### config.mk
export PLATFORM = sky130hd
export DESIGN_NAME = fp80_div_top
export DESIGN_NICKNAME = d
export VERILOG_FILES = /design/src/hw/fp80_pkg.sv /design/src/hw/div_ctrl_pkg.sv /design/src/hw/div_sequencer.sv /design/src/hw/fp80_classify.sv /design/src/hw/fp80_div_top.sv /design/src/hw/fp80_round_pack.sv /design/src/hw/mant_divider.sv
export SDC_FILE = /design/constraint.sdc
export NUM_CORES = 1
export LEC_CHECK = 0
export ABC_AREA = 1
export BUFFER_PORTS_ARGS = -buffer_cell sky130_fd_sc_hd__buf_2
export CAP_MARGIN = 20
export CORE_ASPECT_RATIO = 2
export CORE_MARGIN = 1.5
export CORE_UTILIZATION = 35
export CTS_CLUSTER_SIZE = 14
export DETAILED_ROUTE_END_ITERATION = 10
export PLACE_DENSITY = 0.54
export SLEW_MARGIN = 20
export SYNTH_ARGS = -nofsm -noshare
export SYNTH_HDL_FRONTEND = slang
export SYNTH_SLANG_ARGS = --single-unit
export TNS_END_PERCENT = 100
### constraint.sdc
create_clock -name clk -period 25.2 [get_ports clk]
set_input_delay 2.52 -clock clk [delete_from_list [all_inputs] [get_ports clk]]
set_output_delay 2.52 -clock clk [all_outputs]
set_load 0.005 [all_outputs]
### src/hw/fp80_pkg.sv
package fp80_pkg;

    // ==================
    // x87 extended field types
    // ==================

    typedef logic        fp_sign_t;
    typedef logic [14:0] fp_exp_t;
    // Explicit integer bit at the top
    typedef logic [63:0] fp_mant_t;

    typedef struct packed {
        fp_sign_t sign;
        fp_exp_t  exp;
        fp_mant_t mant;
    } fp80_t;

    // Operand classes, denormals fold into ZERO
    typedef enum logic [1:0] {
        ZERO   = 2'd0,
        INF    = 2'd1,
        NAN    = 2'd2,
        NORMAL = 2'd3
    } fp_class_e;

    // ==================
    // Constants
    // ==================

    localparam int EXP_BIAS = 16383;
    localparam int EXP_MAX  = 32767;
    localparam int MANT_W   = 64;

    // Mantissa 1.000, integer bit alone
    localparam fp_mant_t MANT_ONE = 64'h8000_0000_0000_0000;

    // Quiet NaN with integer bit and top fraction bit set
    localparam fp80_t CANON_NAN = '{
        sign: 1'b0,
        exp:  15'h7FFF,
        mant: 64'hC000_0000_0000_0000
    };

endpackage

### src/hw/div_ctrl_pkg.sv
package div_ctrl_pkg;

    // ==================
    // Operation control
    // ==================

    typedef enum logic [1:0] {
        RNE = 2'd0,
        RDN = 2'd1,
        RUP = 2'd2,
        RTZ = 2'd3
    } round_mode_e;

    typedef struct packed {
        logic invalid;
        logic div_by_zero;
        logic overflow;
        logic underflow;
        logic inexact;
    } fp_flags_t;

    // ==================
    // Datapath working types
    // ==================

    // Signed so the range check sees negative exponents
    typedef logic signed [16:0] wide_exp_t;

    // 64 mantissa bits plus integer headroom and guard/sticky
    typedef logic [66:0] quot_t;

    // Classifier verdict
    typedef struct packed {
        logic            hit;
        fp80_pkg::fp80_t result;
        fp_flags_t       flags;
    } special_t;

    typedef enum logic [1:0] {
        IDLE,
        CLASSIFY,
        DIVIDE,
        FINISH
    } seq_state_e;

endpackage

### src/hw/div_sequencer.sv
module div_sequencer (
    input  logic                      clk,
    input  logic                      reset,
    input  logic                      start,
    input  fp80_pkg::fp80_t           operand_a,
    input  fp80_pkg::fp80_t           operand_b,
    input  div_ctrl_pkg::round_mode_e round_mode,
    input  div_ctrl_pkg::special_t    special,
    input  fp80_pkg::fp_sign_t        res_sign,
    input  logic                      div_valid,
    input  fp80_pkg::fp80_t           packed_result,
    input  div_ctrl_pkg::fp_flags_t   packed_flags,
    output fp80_pkg::fp80_t           cap_a,
    output fp80_pkg::fp80_t           cap_b,
    output div_ctrl_pkg::round_mode_e cap_mode,
    output logic                      div_start,
    output div_ctrl_pkg::wide_exp_t   wexp,
    output fp80_pkg::fp80_t           result,
    output div_ctrl_pkg::fp_flags_t   flags,
    output logic                      done
);

    div_ctrl_pkg::seq_state_e state;
    div_ctrl_pkg::wide_exp_t  wexp_next;

    // Exp A minus exp B plus bias, kept signed
    assign wexp_next = div_ctrl_pkg::wide_exp_t'({2'b00, cap_a.exp})
                     - div_ctrl_pkg::wide_exp_t'({2'b00, cap_b.exp})
                     + div_ctrl_pkg::wide_exp_t'(fp80_pkg::EXP_BIAS);

    // Divider kicks off straight from CLASSIFY
    assign div_start = (state == div_ctrl_pkg::CLASSIFY) && !special.hit;

    // ==================
    // Control FSM
    // ==================

    always_ff @(posedge clk or posedge reset) begin
        if (reset) begin
            state  <= div_ctrl_pkg::IDLE;
            done   <= 1'b0;
            result <= '0;
            flags  <= '0;
        end else begin
            done <= 1'b0;
            case (state)
                div_ctrl_pkg::IDLE: begin
                    if (start) begin
                        state <= div_ctrl_pkg::CLASSIFY;
                    end
                end
                div_ctrl_pkg::CLASSIFY: begin
                    if (special.hit) begin
                        result <= special.result;
                        flags  <= special.flags;
                        done   <= 1'b1;
                        state  <= div_ctrl_pkg::IDLE;
                    end else begin
                        state <= div_ctrl_pkg::DIVIDE;
                    end
                end
                div_ctrl_pkg::DIVIDE: begin
                    if (div_valid) begin
                        state <= div_ctrl_pkg::FINISH;
                    end
                end
                div_ctrl_pkg::FINISH: begin
                    // Sign from the classifier, magnitude from the rounder
                    result <= '{sign: res_sign, exp: packed_result.exp,
                                mant: packed_result.mant};
                    flags  <= packed_flags;
                    done   <= 1'b1;
                    state  <= div_ctrl_pkg::IDLE;
                end
                default: state <= div_ctrl_pkg::IDLE;
            endcase
        end
    end

    // Operand capture, start ignored while busy
    always_ff @(posedge clk) begin
        if (state == div_ctrl_pkg::IDLE && start) begin
            cap_a    <= operand_a;
            cap_b    <= operand_b;
            cap_mode <= round_mode;
        end
        if (state == div_ctrl_pkg::CLASSIFY) begin
            wexp <= wexp_next;
        end
    end

endmodule

### src/hw/fp80_classify.sv
module fp80_classify (
    input  fp80_pkg::fp80_t        a,
    input  fp80_pkg::fp80_t        b,
    output div_ctrl_pkg::special_t special,
    output fp80_pkg::fp_sign_t     res_sign
);

    fp80_pkg::fp_class_e cls_a;
    fp80_pkg::fp_class_e cls_b;
    fp80_pkg::fp80_t     inf_res;
    fp80_pkg::fp80_t     zero_res;

    function automatic fp80_pkg::fp_class_e classify(input fp80_pkg::fp80_t x);
        if (x.exp == '0) begin
            // Denormals are flushed along with true zero
            return fp80_pkg::ZERO;
        end
        if (x.exp == fp80_pkg::fp_exp_t'(fp80_pkg::EXP_MAX)) begin
            if (x.mant == fp80_pkg::MANT_ONE) begin
                return fp80_pkg::INF;
            end
            return fp80_pkg::NAN;
        end
        return fp80_pkg::NORMAL;
    endfunction

    assign cls_a    = classify(a);
    assign cls_b    = classify(b);
    assign res_sign = a.sign ^ b.sign;

    assign inf_res  = '{sign: res_sign, exp: fp80_pkg::fp_exp_t'(fp80_pkg::EXP_MAX),
                        mant: fp80_pkg::MANT_ONE};
    assign zero_res = '{sign: res_sign, exp: '0, mant: '0};

    // ==================
    // Special-case priority
    // ==================

    always_comb begin
        special = '0;
        if (cls_a == fp80_pkg::NAN || cls_b == fp80_pkg::NAN) begin
            special.hit           = 1'b1;
            special.result        = fp80_pkg::CANON_NAN;
            special.flags.invalid = 1'b1;
        end else if ((cls_a == fp80_pkg::ZERO && cls_b == fp80_pkg::ZERO) ||
                     (cls_a == fp80_pkg::INF && cls_b == fp80_pkg::INF)) begin
            special.hit           = 1'b1;
            special.result        = fp80_pkg::CANON_NAN;
            special.flags.invalid = 1'b1;
        end else if (cls_b == fp80_pkg::ZERO) begin
            special.hit               = 1'b1;
            special.result            = inf_res;
            special.flags.div_by_zero = 1'b1;
        end else if (cls_a == fp80_pkg::INF) begin
            special.hit    = 1'b1;
            special.result = inf_res;
        end else if (cls_a == fp80_pkg::ZERO || cls_b == fp80_pkg::INF) begin
            // 0/x and x/inf both collapse to signed zero
            special.hit    = 1'b1;
            special.result = zero_res;
        end
    end

endmodule

### src/hw/fp80_div_top.sv
module fp80_div_top #(
    parameter int MANT_W = fp80_pkg::MANT_W
) (
    input  logic                      clk,
    input  logic                      reset,
    input  logic                      start,
    input  fp80_pkg::fp80_t           operand_a,
    input  fp80_pkg::fp80_t           operand_b,
    input  div_ctrl_pkg::round_mode_e round_mode,
    output fp80_pkg::fp80_t           result,
    output div_ctrl_pkg::fp_flags_t   flags,
    output logic                      done
);

    fp80_pkg::fp80_t           cap_a;
    fp80_pkg::fp80_t           cap_b;
    div_ctrl_pkg::round_mode_e cap_mode;
    div_ctrl_pkg::special_t    special;
    fp80_pkg::fp_sign_t        res_sign;
    div_ctrl_pkg::wide_exp_t   wexp;
    logic                      div_start;
    logic                      div_valid;
    logic                      sticky;
    div_ctrl_pkg::quot_t       quotient;
    fp80_pkg::fp80_t           packed_result;
    div_ctrl_pkg::fp_flags_t   packed_flags;

    div_sequencer u_seq (
        .clk           (clk),
        .reset         (reset),
        .start         (start),
        .operand_a     (operand_a),
        .operand_b     (operand_b),
        .round_mode    (round_mode),
        .special       (special),
        .res_sign      (res_sign),
        .div_valid     (div_valid),
        .packed_result (packed_result),
        .packed_flags  (packed_flags),
        .cap_a         (cap_a),
        .cap_b         (cap_b),
        .cap_mode      (cap_mode),
        .div_start     (div_start),
        .wexp          (wexp),
        .result        (result),
        .flags         (flags),
        .done          (done)
    );

    fp80_classify u_classify (
        .a        (cap_a),
        .b        (cap_b),
        .special  (special),
        .res_sign (res_sign)
    );

    mant_divider #(
        .MANT_W (MANT_W)
    ) u_divider (
        .clk       (clk),
        .reset     (reset),
        .div_start (div_start),
        .dividend  (cap_a.mant),
        .divisor   (cap_b.mant),
        .div_valid (div_valid),
        .quotient  (quotient),
        .sticky    (sticky)
    );

    fp80_round_pack u_round (
        .sign          (res_sign),
        .wexp          (wexp),
        .quotient      (quotient),
        .rem_sticky    (sticky),
        .mode          (cap_mode),
        .packed_result (packed_result),
        .packed_flags  (packed_flags)
    );

endmodule

### src/hw/fp80_round_pack.sv
module fp80_round_pack (
    input  fp80_pkg::fp_sign_t        sign,
    input  div_ctrl_pkg::wide_exp_t   wexp,
    input  div_ctrl_pkg::quot_t       quotient,
    input  logic                      rem_sticky,
    input  div_ctrl_pkg::round_mode_e mode,
    output fp80_pkg::fp80_t           packed_result,
    output div_ctrl_pkg::fp_flags_t   packed_flags
);

    localparam int Q_W   = $bits(div_ctrl_pkg::quot_t);
    localparam int M_W   = fp80_pkg::MANT_W;
    localparam int E_W   = $bits(fp80_pkg::fp_exp_t);
    // Guard sits just below the kept mantissa
    localparam int GUARD = Q_W - M_W - 1;

    div_ctrl_pkg::quot_t     norm_q;
    div_ctrl_pkg::wide_exp_t norm_exp;
    fp80_pkg::fp_mant_t      mant;
    logic                    guard;
    logic                    sticky;
    logic                    round_inc;
    logic [M_W:0]            sum;
    fp80_pkg::fp_mant_t      final_mant;
    div_ctrl_pkg::wide_exp_t final_exp;

    // ==================
    // Normalize
    // ==================

    // Leading one is at the top bit or the one below it
    always_comb begin
        if (quotient[Q_W-1]) begin
            norm_q   = quotient;
            norm_exp = wexp;
        end else begin
            norm_q   = quotient << 1;
            norm_exp = wexp - div_ctrl_pkg::wide_exp_t'(1);
        end
    end

    assign mant   = norm_q[Q_W-1 -: M_W];
    assign guard  = norm_q[GUARD];
    assign sticky = (|norm_q[GUARD-1:0]) | rem_sticky;

    // ==================
    // Round
    // ==================

    always_comb begin
        case (mode)
            div_ctrl_pkg::RNE: round_inc = guard & (sticky | mant[0]);
            div_ctrl_pkg::RDN: round_inc = sign & (guard | sticky);
            div_ctrl_pkg::RUP: round_inc = ~sign & (guard | sticky);
            div_ctrl_pkg::RTZ: round_inc = 1'b0;
        endcase
    end

    assign sum = {1'b0, mant} + {{M_W{1'b0}}, round_inc};

    // Carry out means all ones rolled over to 1.000
    always_comb begin
        if (sum[M_W]) begin
            final_mant = fp80_pkg::MANT_ONE;
            final_exp  = norm_exp + div_ctrl_pkg::wide_exp_t'(1);
        end else begin
            final_mant = sum[M_W-1:0];
            final_exp  = norm_exp;
        end
    end

    // ==================
    // Range check and pack
    // ==================

    always_comb begin
        packed_flags         = '0;
        packed_flags.inexact = guard | sticky;
        if (final_exp > div_ctrl_pkg::wide_exp_t'(fp80_pkg::EXP_MAX - 1)) begin
            packed_result = '{sign: sign, exp: fp80_pkg::fp_exp_t'(fp80_pkg::EXP_MAX),
                              mant: fp80_pkg::MANT_ONE};
            packed_flags.overflow = 1'b1;
            packed_flags.inexact  = 1'b1;
        end else if (final_exp < div_ctrl_pkg::wide_exp_t'(1)) begin
            // Flush to signed zero, no denormal output
            packed_result          = '{sign: sign, exp: '0, mant: '0};
            packed_flags.underflow = 1'b1;
            packed_flags.inexact   = 1'b1;
        end else begin
            packed_result = '{sign: sign, exp: final_exp[E_W-1:0], mant: final_mant};
        end
    end

endmodule

### src/hw/mant_divider.sv
module mant_divider #(
    parameter int MANT_W = fp80_pkg::MANT_W
) (
    input  logic                clk,
    input  logic                reset,
    input  logic                div_start,
    input  logic [MANT_W-1:0]   dividend,
    input  logic [MANT_W-1:0]   divisor,
    output logic                div_valid,
    output div_ctrl_pkg::quot_t quotient,
    output logic                sticky
);

    localparam int Q_W   = $bits(div_ctrl_pkg::quot_t);
    localparam int CNT_W = $clog2(Q_W);

    logic [MANT_W-1:0]   divisor_q;
    logic [MANT_W:0]     rem_q;
    div_ctrl_pkg::quot_t quot_q;
    logic [CNT_W-1:0]    cnt_q;
    logic                busy_q;

    logic                first_ge;
    logic [MANT_W:0]     first_rem;
    logic [MANT_W:0]     trial;
    logic                step_ge;
    logic [MANT_W:0]     step_rem;

    // Top quotient bit on the load edge; the upper dividend bits alone
    // are always below the divisor, so the long division starts here
    assign first_ge  = (dividend >= divisor);
    assign first_rem = first_ge ? {1'b0, dividend - divisor} : {1'b0, dividend};

    // Shift in a zero, try to subtract
    assign trial    = {rem_q[MANT_W-1:0], 1'b0};
    assign step_ge  = (trial >= {1'b0, divisor_q});
    assign step_rem = step_ge ? trial - {1'b0, divisor_q} : trial;

    always_ff @(posedge clk or posedge reset) begin
        if (reset) begin
            busy_q    <= 1'b0;
            cnt_q     <= '0;
            div_valid <= 1'b0;
        end else begin
            div_valid <= 1'b0;
            if (div_start) begin
                busy_q <= 1'b1;
                cnt_q  <= CNT_W'(Q_W - 1);
            end else if (busy_q) begin
                cnt_q <= cnt_q - 1'b1;
                if (cnt_q == CNT_W'(1)) begin
                    busy_q    <= 1'b0;
                    div_valid <= 1'b1;
                end
            end
        end
    end

    always_ff @(posedge clk) begin
        if (div_start) begin
            divisor_q <= divisor;
            rem_q     <= first_rem;
            quot_q    <= div_ctrl_pkg::quot_t'(first_ge);
        end else if (busy_q) begin
            rem_q  <= step_rem;
            quot_q <= {quot_q[Q_W-2:0], step_ge};
        end
    end

    assign quotient = quot_q;
    assign sticky   = |rem_q;

endmodule

Yosys cells after proc, flatten, opt, wreduce, memory -nomap -nowiden
Cells that the tools add are included.
W data, S select, Z words.
{"block": "op_classes", "n_div": 0, "magnitude_cmp": 4, "shifts": 0, "mul": 0, "eq_ne": 18, "bitwise_logic": 8, "add_sub_neg": 8, "n_reduce_logical": 20, "muxes": 68}
{"op": "$mux W81", "count": 4}
{"op": "$mux W65", "count": 3}
{"op": "$pmux W80 S2", "count": 1}
{"op": "$mux W79", "count": 2}
{"op": "$eq A64 B64 Y1 const B", "count": 2}
{"op": "$mux W64", "count": 2}
{"op": "$mux W82", "count": 1}
{"op": "$mux W80", "count": 1}
{"op": "$mux W67", "count": 1}
{"op": "$add A64 B1 Y65", "count": 1}
{"op": "$ge A65 B64 Y1", "count": 1}
{"op": "$reduce_or A65 Y1", "count": 1}
{"op": "$sub A65 B64 Y65", "count": 1}
{"op": "$ge A64 B64 Y1", "count": 1}
{"op": "$sub A64 B64 Y64", "count": 1}
{"op": "$mux W17", "count": 2}
{"op": "$mux W2", "count": 16}
{"op": "$eq A15 B15 Y1 const B", "count": 2}
{"op": "$logic_not A15 Y1", "count": 2}
{"op": "$mux W1", "count": 28}
{"op": "$add A17 B15 Y17 const B", "count": 1}
{"op": "$add A17 B2 Y17 const B", "count": 1}
{"op": "$gt A17 B16 Y1 const B", "count": 1}
{"op": "$lt A17 B2 Y1 const B", "count": 1}
{"op": "other kinds (25)", "count": 49}
{"block": "word_totals", "ff_bits": 472, "latch_bits": 0, "out_inout_bits": 86, "rom_bits": 0, "input_bits": 165, "mem_bits_rw": 0, "memories": 0}

Logic depth before layout (Yosys ltp)
{"block": "logic_depth", "word_depth": 18, "mapped_depth": 30, "mapped_depth_nobuf": 26}

By module
From an unflattened synthesis, not the netlist that was laid out.
{"block": "hier_totals", "hier_cells": 6106, "hier_area_um2": 39599.2}
{"mod": "mant_divider", "cells_each": 3680, "instances": 1, "area_each_um2": 21617.0, "seq_area_each_um2": 5450.2}
{"mod": "div_sequencer", "cells_each": 921, "instances": 1, "area_each_um2": 10921.7, "seq_area_each_um2": 7577.3}
{"mod": "fp80_round_pack", "cells_each": 1229, "instances": 1, "area_each_um2": 5656.7, "seq_area_each_um2": 0.0}
{"mod": "fp80_classify", "cells_each": 276, "instances": 1, "area_each_um2": 1403.8, "seq_area_each_um2": 0.0}

Worst setup path before layout
No wires, ideal clock.
{"block": "synth_timing", "path_kind": "input -> register", "from": "input start", "to": "register, netlist name u_seq.cap_a[0]", "n_path_buf": 0, "setup_ns": 0.885, "stages": 2, "arrival_time_ns": 13.500, "slack_ns": 10.815, "cell_sequence": "inv_1 nor3_1"}
{"block": "synth_between", "elab_chain_len": 1}
{"item": "from (decl)", "line": "fp80_div_top.sv:6", "rtl": "input logic start,"}
{"item": "$logic_and A1 B1 Y1", "line": "div_sequencer.sv:82", "rtl": "if (state == div_ctrl_pkg::IDLE && start) begin"}
No other way between the ends.
A chain may end at the register's enable or synchronous reset.

Worst setup path in the final report
{"block": "layout_timing", "from": "register u_divider.rem_q[55]", "to": "register, netlist name u_seq.result[55]"}
{"block": "layout_between", "elab_chain_len": 11, "word_cells_on_any_way": 16, "classes_between": "add/sub: 1; order compare: 2; mux: 6; bitwise: 6; reduce/logical: 1"}
{"item": "from (decl)", "line": "mant_divider.sv:18", "rtl": "logic [MANT_W:0] rem_q;"}
{"item": "from (signal assigned)", "line": "mant_divider.sv:62", "rtl": "rem_q <= first_rem;"}
{"item": "from (signal assigned)", "line": "mant_divider.sv:65", "rtl": "rem_q <= step_rem;"}
{"item": "$reduce_or A65 Y1 *", "line": "mant_divider.sv:71", "rtl": "assign sticky = |rem_q;"}
{"item": "$or A1 B1 Y1 *", "line": "fp80_round_pack.sv:44", "rtl": "assign sticky = (|norm_q[GUARD-1:0]) | rem_sticky;"}
{"item": "$or A1 B1 Y1, on equally long branches", "line": "fp80_round_pack.sv:53, fp80_round_pack.sv:54, fp80_round_pack.sv:52"}
{"item": "$and A1 B1 Y1, on equally long branches", "line": "fp80_round_pack.sv:54, fp80_round_pack.sv:52, fp80_round_pack.sv:53"}
{"item": "$pmux W1 S4 *", "line": "fp80_round_pack.sv:51", "rtl": "case (mode)"}
{"item": "$add A64 B1 Y65 *", "line": "fp80_round_pack.sv:59", "rtl": "assign sum = {1'b0, mant} + {{M_W{1'b0}}, round_inc};"}
{"item": "$mux W17", "line": "fp80_round_pack.sv:63", "rtl": "if (sum[M_W]) begin"}
{"item": "$lt A17 B2 Y1", "line": "fp80_round_pack.sv:84", "rtl": "end else if (final_exp < div_ctrl_pkg::wide_exp_t'(1)) begin"}
{"item": "$mux W79", "line": "fp80_round_pack.sv:84"}
{"item": "$mux W79 *", "line": "fp80_round_pack.sv:79", "rtl": "if (final_exp > div_ctrl_pkg::wide_exp_t'(fp80_pkg::EXP_MAX - 1)) begin"}
{"item": "$pmux W80 S2 *", "line": "div_sequencer.sv:46", "rtl": "case (state)"}
Every way passes the cells marked *; elsewhere a longest branch is shown, timed or not.

==> flow_metrics.env <==
export IMPL_hpwl_um=95200
export IMPL_synthMuxAreaShare=0
export IMPL_start_util=0.353
export IMPL_seq_area_frac_synth=0.399
export IMPL_cts_resized_gates=0
export IMPL_max_freq_ghz=0.177
export IMPL_fillerInstances=9852
export IMPL_hp_class="reg2reg"
export IMPL_layout_setup_ws_ns=19.55
export IMPL_drv_slew=0
export IMPL_grt_max_degree=84
export IMPL_cts_sinks=472
export IMPL_avgViaCountPerCell=5.12
export IMPL_clk_latency_ns=0.64
export IMPL_grt_pass1_vias=30200
export IMPL_fp_dieH_um=435
export IMPL_die_w_um=219
export IMPL_drt_initial_drc_count=1963
export IMPL_hp_start="u_seq.cap_b[63]"
export IMPL_synth_area_leaders="edfxtp_1 (28%), nand2_1 (12%), dfrtp_1 (7.4%)"
export IMPL_cts_tree="built"
export IMPL_synth_cell_types=58
export IMPL_synth_common_cells="nand2_1 (1,060), inv_1 (616), nor2_1 (452)"
export IMPL_fp_coreArea_sq_um=92500
export IMPL_syn_nets=4678
export IMPL_synth_area_sq_um=32700
export IMPL_grt_busiest_layer="met2"
export IMPL_synth_seq_cells=472
export IMPL_worstReg2RegStart="u_divider.rem_q[55]"
export IMPL_synth_xor_area_share=0.0496
export IMPL_relSlewSlack=0.196
export IMPL_critPathLaunchType="flip-flop"
export IMPL_cp_num_buf_inv=0
export IMPL_finalSetupViolCount=0
export IMPL_hold_depth=0
export IMPL_cts_buffers=48
export IMPL_clk_pin_slew_worst_paths_ns=0.06
export IMPL_synth_compound_area_frac=0.152
export IMPL_status="complete, no violations"
export IMPL_final_antenna_net_count=0
export IMPL_fin_crit_ns=5.65
export IMPL_use_met1=0.233
export IMPL_drt_pass1_iter_count=5
export IMPL_grt_setup_unrepaired="false"
export IMPL_drv_cap=0
export IMPL_cp_max_fo=31
export IMPL_gp_congestion=1.02
export IMPL_routed_wl_um=116000
export IMPL_syn_avg_cell_area_sq_um=7.49
export IMPL_yosys_warnings=0
export IMPL_ios=251
export IMPL_fp_dieArea_sq_um=95200
export IMPL_cts_buffer_depth=3
export IMPL_synth_main_ff_cell="edfxtp_1"
export IMPL_place_inst=5727
export IMPL_post_cts_repair_setup_buffers=0
export IMPL_rows=158
export IMPL_hold_viol_final=0
export IMPL_use_met3=0.0247
export IMPL_synth_fa_ha_area_frac=0.0601
export IMPL_peakVddDrop_mv=0.0671
export IMPL_fin_worst_skew_ns=0.0453
export IMPL_max_slew_worst_pin_slew_ns=1.20
export IMPL_hold_buffers=0
export IMPL_stdcell_area_sq_um=36700
export IMPL_cts_max_level=2
export IMPL_grt_met2_usage=0.464
export IMPL_drive_above_1_share=0.0874
export IMPL_finalNetCount=4897
export IMPL_reg2reg_depth=23
export IMPL_synth_edf_count=309
export IMPL_area_growth_pct=12.3
export IMPL_track_usage=0.241
export IMPL_r2r_setup_slack_ns=19.55
export IMPL_cp_required_ns=25.76
export IMPL_grt_antenna_before_repair=3
export IMPL_synth_most_common_cell="nand2_1"
export IMPL_drcViolationCount=0
export IMPL_syn_inst=4358
export IMPL_slowest_delay_ns=0.65
export IMPL_cpLargestDelayFamily="simple AND/OR/NAND/NOR gates"
export IMPL_netlist_area_leader_share=0.284
export IMPL_cp_cell_sequence="nor4_1 > nand4_1 > nor4_1 > nand3b_1 > o21ai_0 > o32ai_1 > ha_1 > ha_1 > nand3_1 > nor2_1 > nand2_1 > nor2_2 > nand2_1 > nand2_1 > o21ai_1 > nor2_1 > nand2_1 > nor2_1 > nand3_2 > nand3_4 > nor2_4 > nand2_1 > nand2_1"
export IMPL_endpoint_kind="flip-flop"
export IMPL_crit_slowest_cell="nor4_1"
export IMPL_cts_root_buf="clkbuf_16"
export IMPL_stdcell_count=5811
export IMPL_grt_pass1_wl_um=173000
export IMPL_p_leak_nw=16.3
export IMPL_finalSetupTns_ns=0
export IMPL_vias=29800
export IMPL_wl_per_cell_um=19.9
export IMPL_power_density_nw_per_um2=129
export IMPL_grt_ovfl_total=0
export IMPL_synth_top_area_cell="edfxtp_1"
export IMPL_fin_crit_sh=0.224
export IMPL_worstHoldEndpoint="u_divider.divisor_q[63]"
export IMPL_synth_top_family_by_area="simple AND/OR/NAND/NOR gates"
export IMPL_portBuffers=250
export IMPL_path_class="reg2reg"
export IMPL_async_reset_ff_frac=0.206
export IMPL_regToRegEndpoint="u_seq.result[55]"
export IMPL_dpl_instance_area_sq_um=35100
export IMPL_place_ws_ns=19.64
export IMPL_synthSimpleGateAreaFrac=0.250
export IMPL_cpMostUsedCell="nand2_1"
export IMPL_arrival_ns=6.21
[cell families after synthesis]
logic type,after synthesis
adder cells (fa/ha/maj),155
flip-flops,472
AO/OA/AOI/OAI,873
XOR/XNOR,185
AND/OR/NAND/NOR,1943
buffers and inverters,730
[registers in the layout, indices dropped and copies added (netlist names), 5 cells and up, named ones only]
name,count
u_seq.result,80
u_seq.wexp,17
u_divider.quotient,67
u_seq.flags,5
u_seq.cap_b,80
u_divider.rem_q,65
u_divider.divisor_q,64
u_divider.cnt_q,7
u_seq.cap_a,80
[per-layer routing]
metal | wire, um | up-vias
li1 | - | 15000
met1 | 40200 | 13600
met2 | 62100 | 812
met3 | 3840 | 355
met4 | 9600 | 2
met5 | 13 | -
[cell usage in the layout (no fill, tap or decap), types with 6 or more instances in the layout]
cell type	Yosys	routed
clkinv_2	0	7
nor2_2	9	9
clkbuf_1	66	8
inv_1	616	615
dfrtp_1	97	97
o211ai_1	117	117
buf_2	9	250
a21oi_1	291	291
nand4_1	52	52
nand2_1	1060	1057
and3_1	9	9
ha_1	152	152
o21ai_0	304	304
a21o_1	26	26
dfxtp_1	66	65
nand3_1	186	184
or2_2	9	9
inv_6	0	6
xnor2_1	61	61
o21ai_1	25	25
nand3b_1	16	16
nor3_1	62	61
a31oi_1	43	43
nor4_1	66	65
buf_4	7	25
o21bai_1	21	21
a21boi_0	8	8
edfxtp_1	309	309
o21a_1	14	14
xor2_1	124	124
clkbuf_16	0	50
nor2_1	452	452
[worst max path at each step]
stage	startpoint	endpoint	depth (start not counted)	slack [ns]
CTS	u_divider.rem_q[55]	u_seq.result[55]	23	19.64
detailed placement	u_divider.rem_q[55]	u_seq.result[13]	23	19.64
finish	u_divider.rem_q[55]	u_seq.result[55]	23	19.55
global route	u_divider.quotient[66]	u_seq.result[13]	20	19.07
global placement	u_divider.rem_q[55]	u_seq.result[49]	23	19.71
floorplan	start	u_seq.cap_a[0]	2	10.82
[worst reg2reg max path, stage by stage, from the launching register on]
cell      delay, ns
edfxtp_1       0.41
nor4_1         0.57
nand4_1        0.39
nor4_1         0.65
nand3b_1       0.22
o21ai_0        0.19
o32ai_1        0.11
ha_1           0.23
ha_1           0.24
nand3_1        0.16
nor2_1         0.06
nand2_1        0.07
nor2_2         0.04
nand2_1        0.32
nand2_1        0.09
o21ai_1        0.24
nor2_1         0.10
nand2_1        0.08
nor2_1         0.05
nand3_2        0.29
nand3_4        0.20
nor2_4         0.61
nand2_1        0.16
nand2_1        0.10
[power breakdown]
part | internal, W | switching, W
clock network | 0.000413 | 0.000330
logic | 0.000839 | 0.00176
registers | 0.00118 | 0.000195
[area by class of cell]
cell class	count	area [sq um]	area share
Tap cell	1200	1500	0.0409
Multi-Input combinational cell	3156	16800	0.457
Timing Repair Buffer	275	1440	0.0392
Antenna cell	1	2.50	0.0000682
Clock inverter	23	267	0.00727
Inverter	624	2350	0.0640
Sequential cell	472	13000	0.355
Clock buffer	60	1310	0.0357
[per-stage QoR]
step / total power, W / util / hold WS, ns
2_1_floorplan: 0.00317 / - / 0.426
3_3_place_gp: 0.00397 / 0.379 / 0.435
3_5_place_dp: 0.00397 / 0.379 / 0.434
4_1_cts: 0.00473 / 0.396 / 0.450
5_1_grt: 0.00510 / 0.396 / 0.454
6_report: 0.00472 / 0.396 / 0.449
No activity file was read; power rests on OpenSTA's default activity.
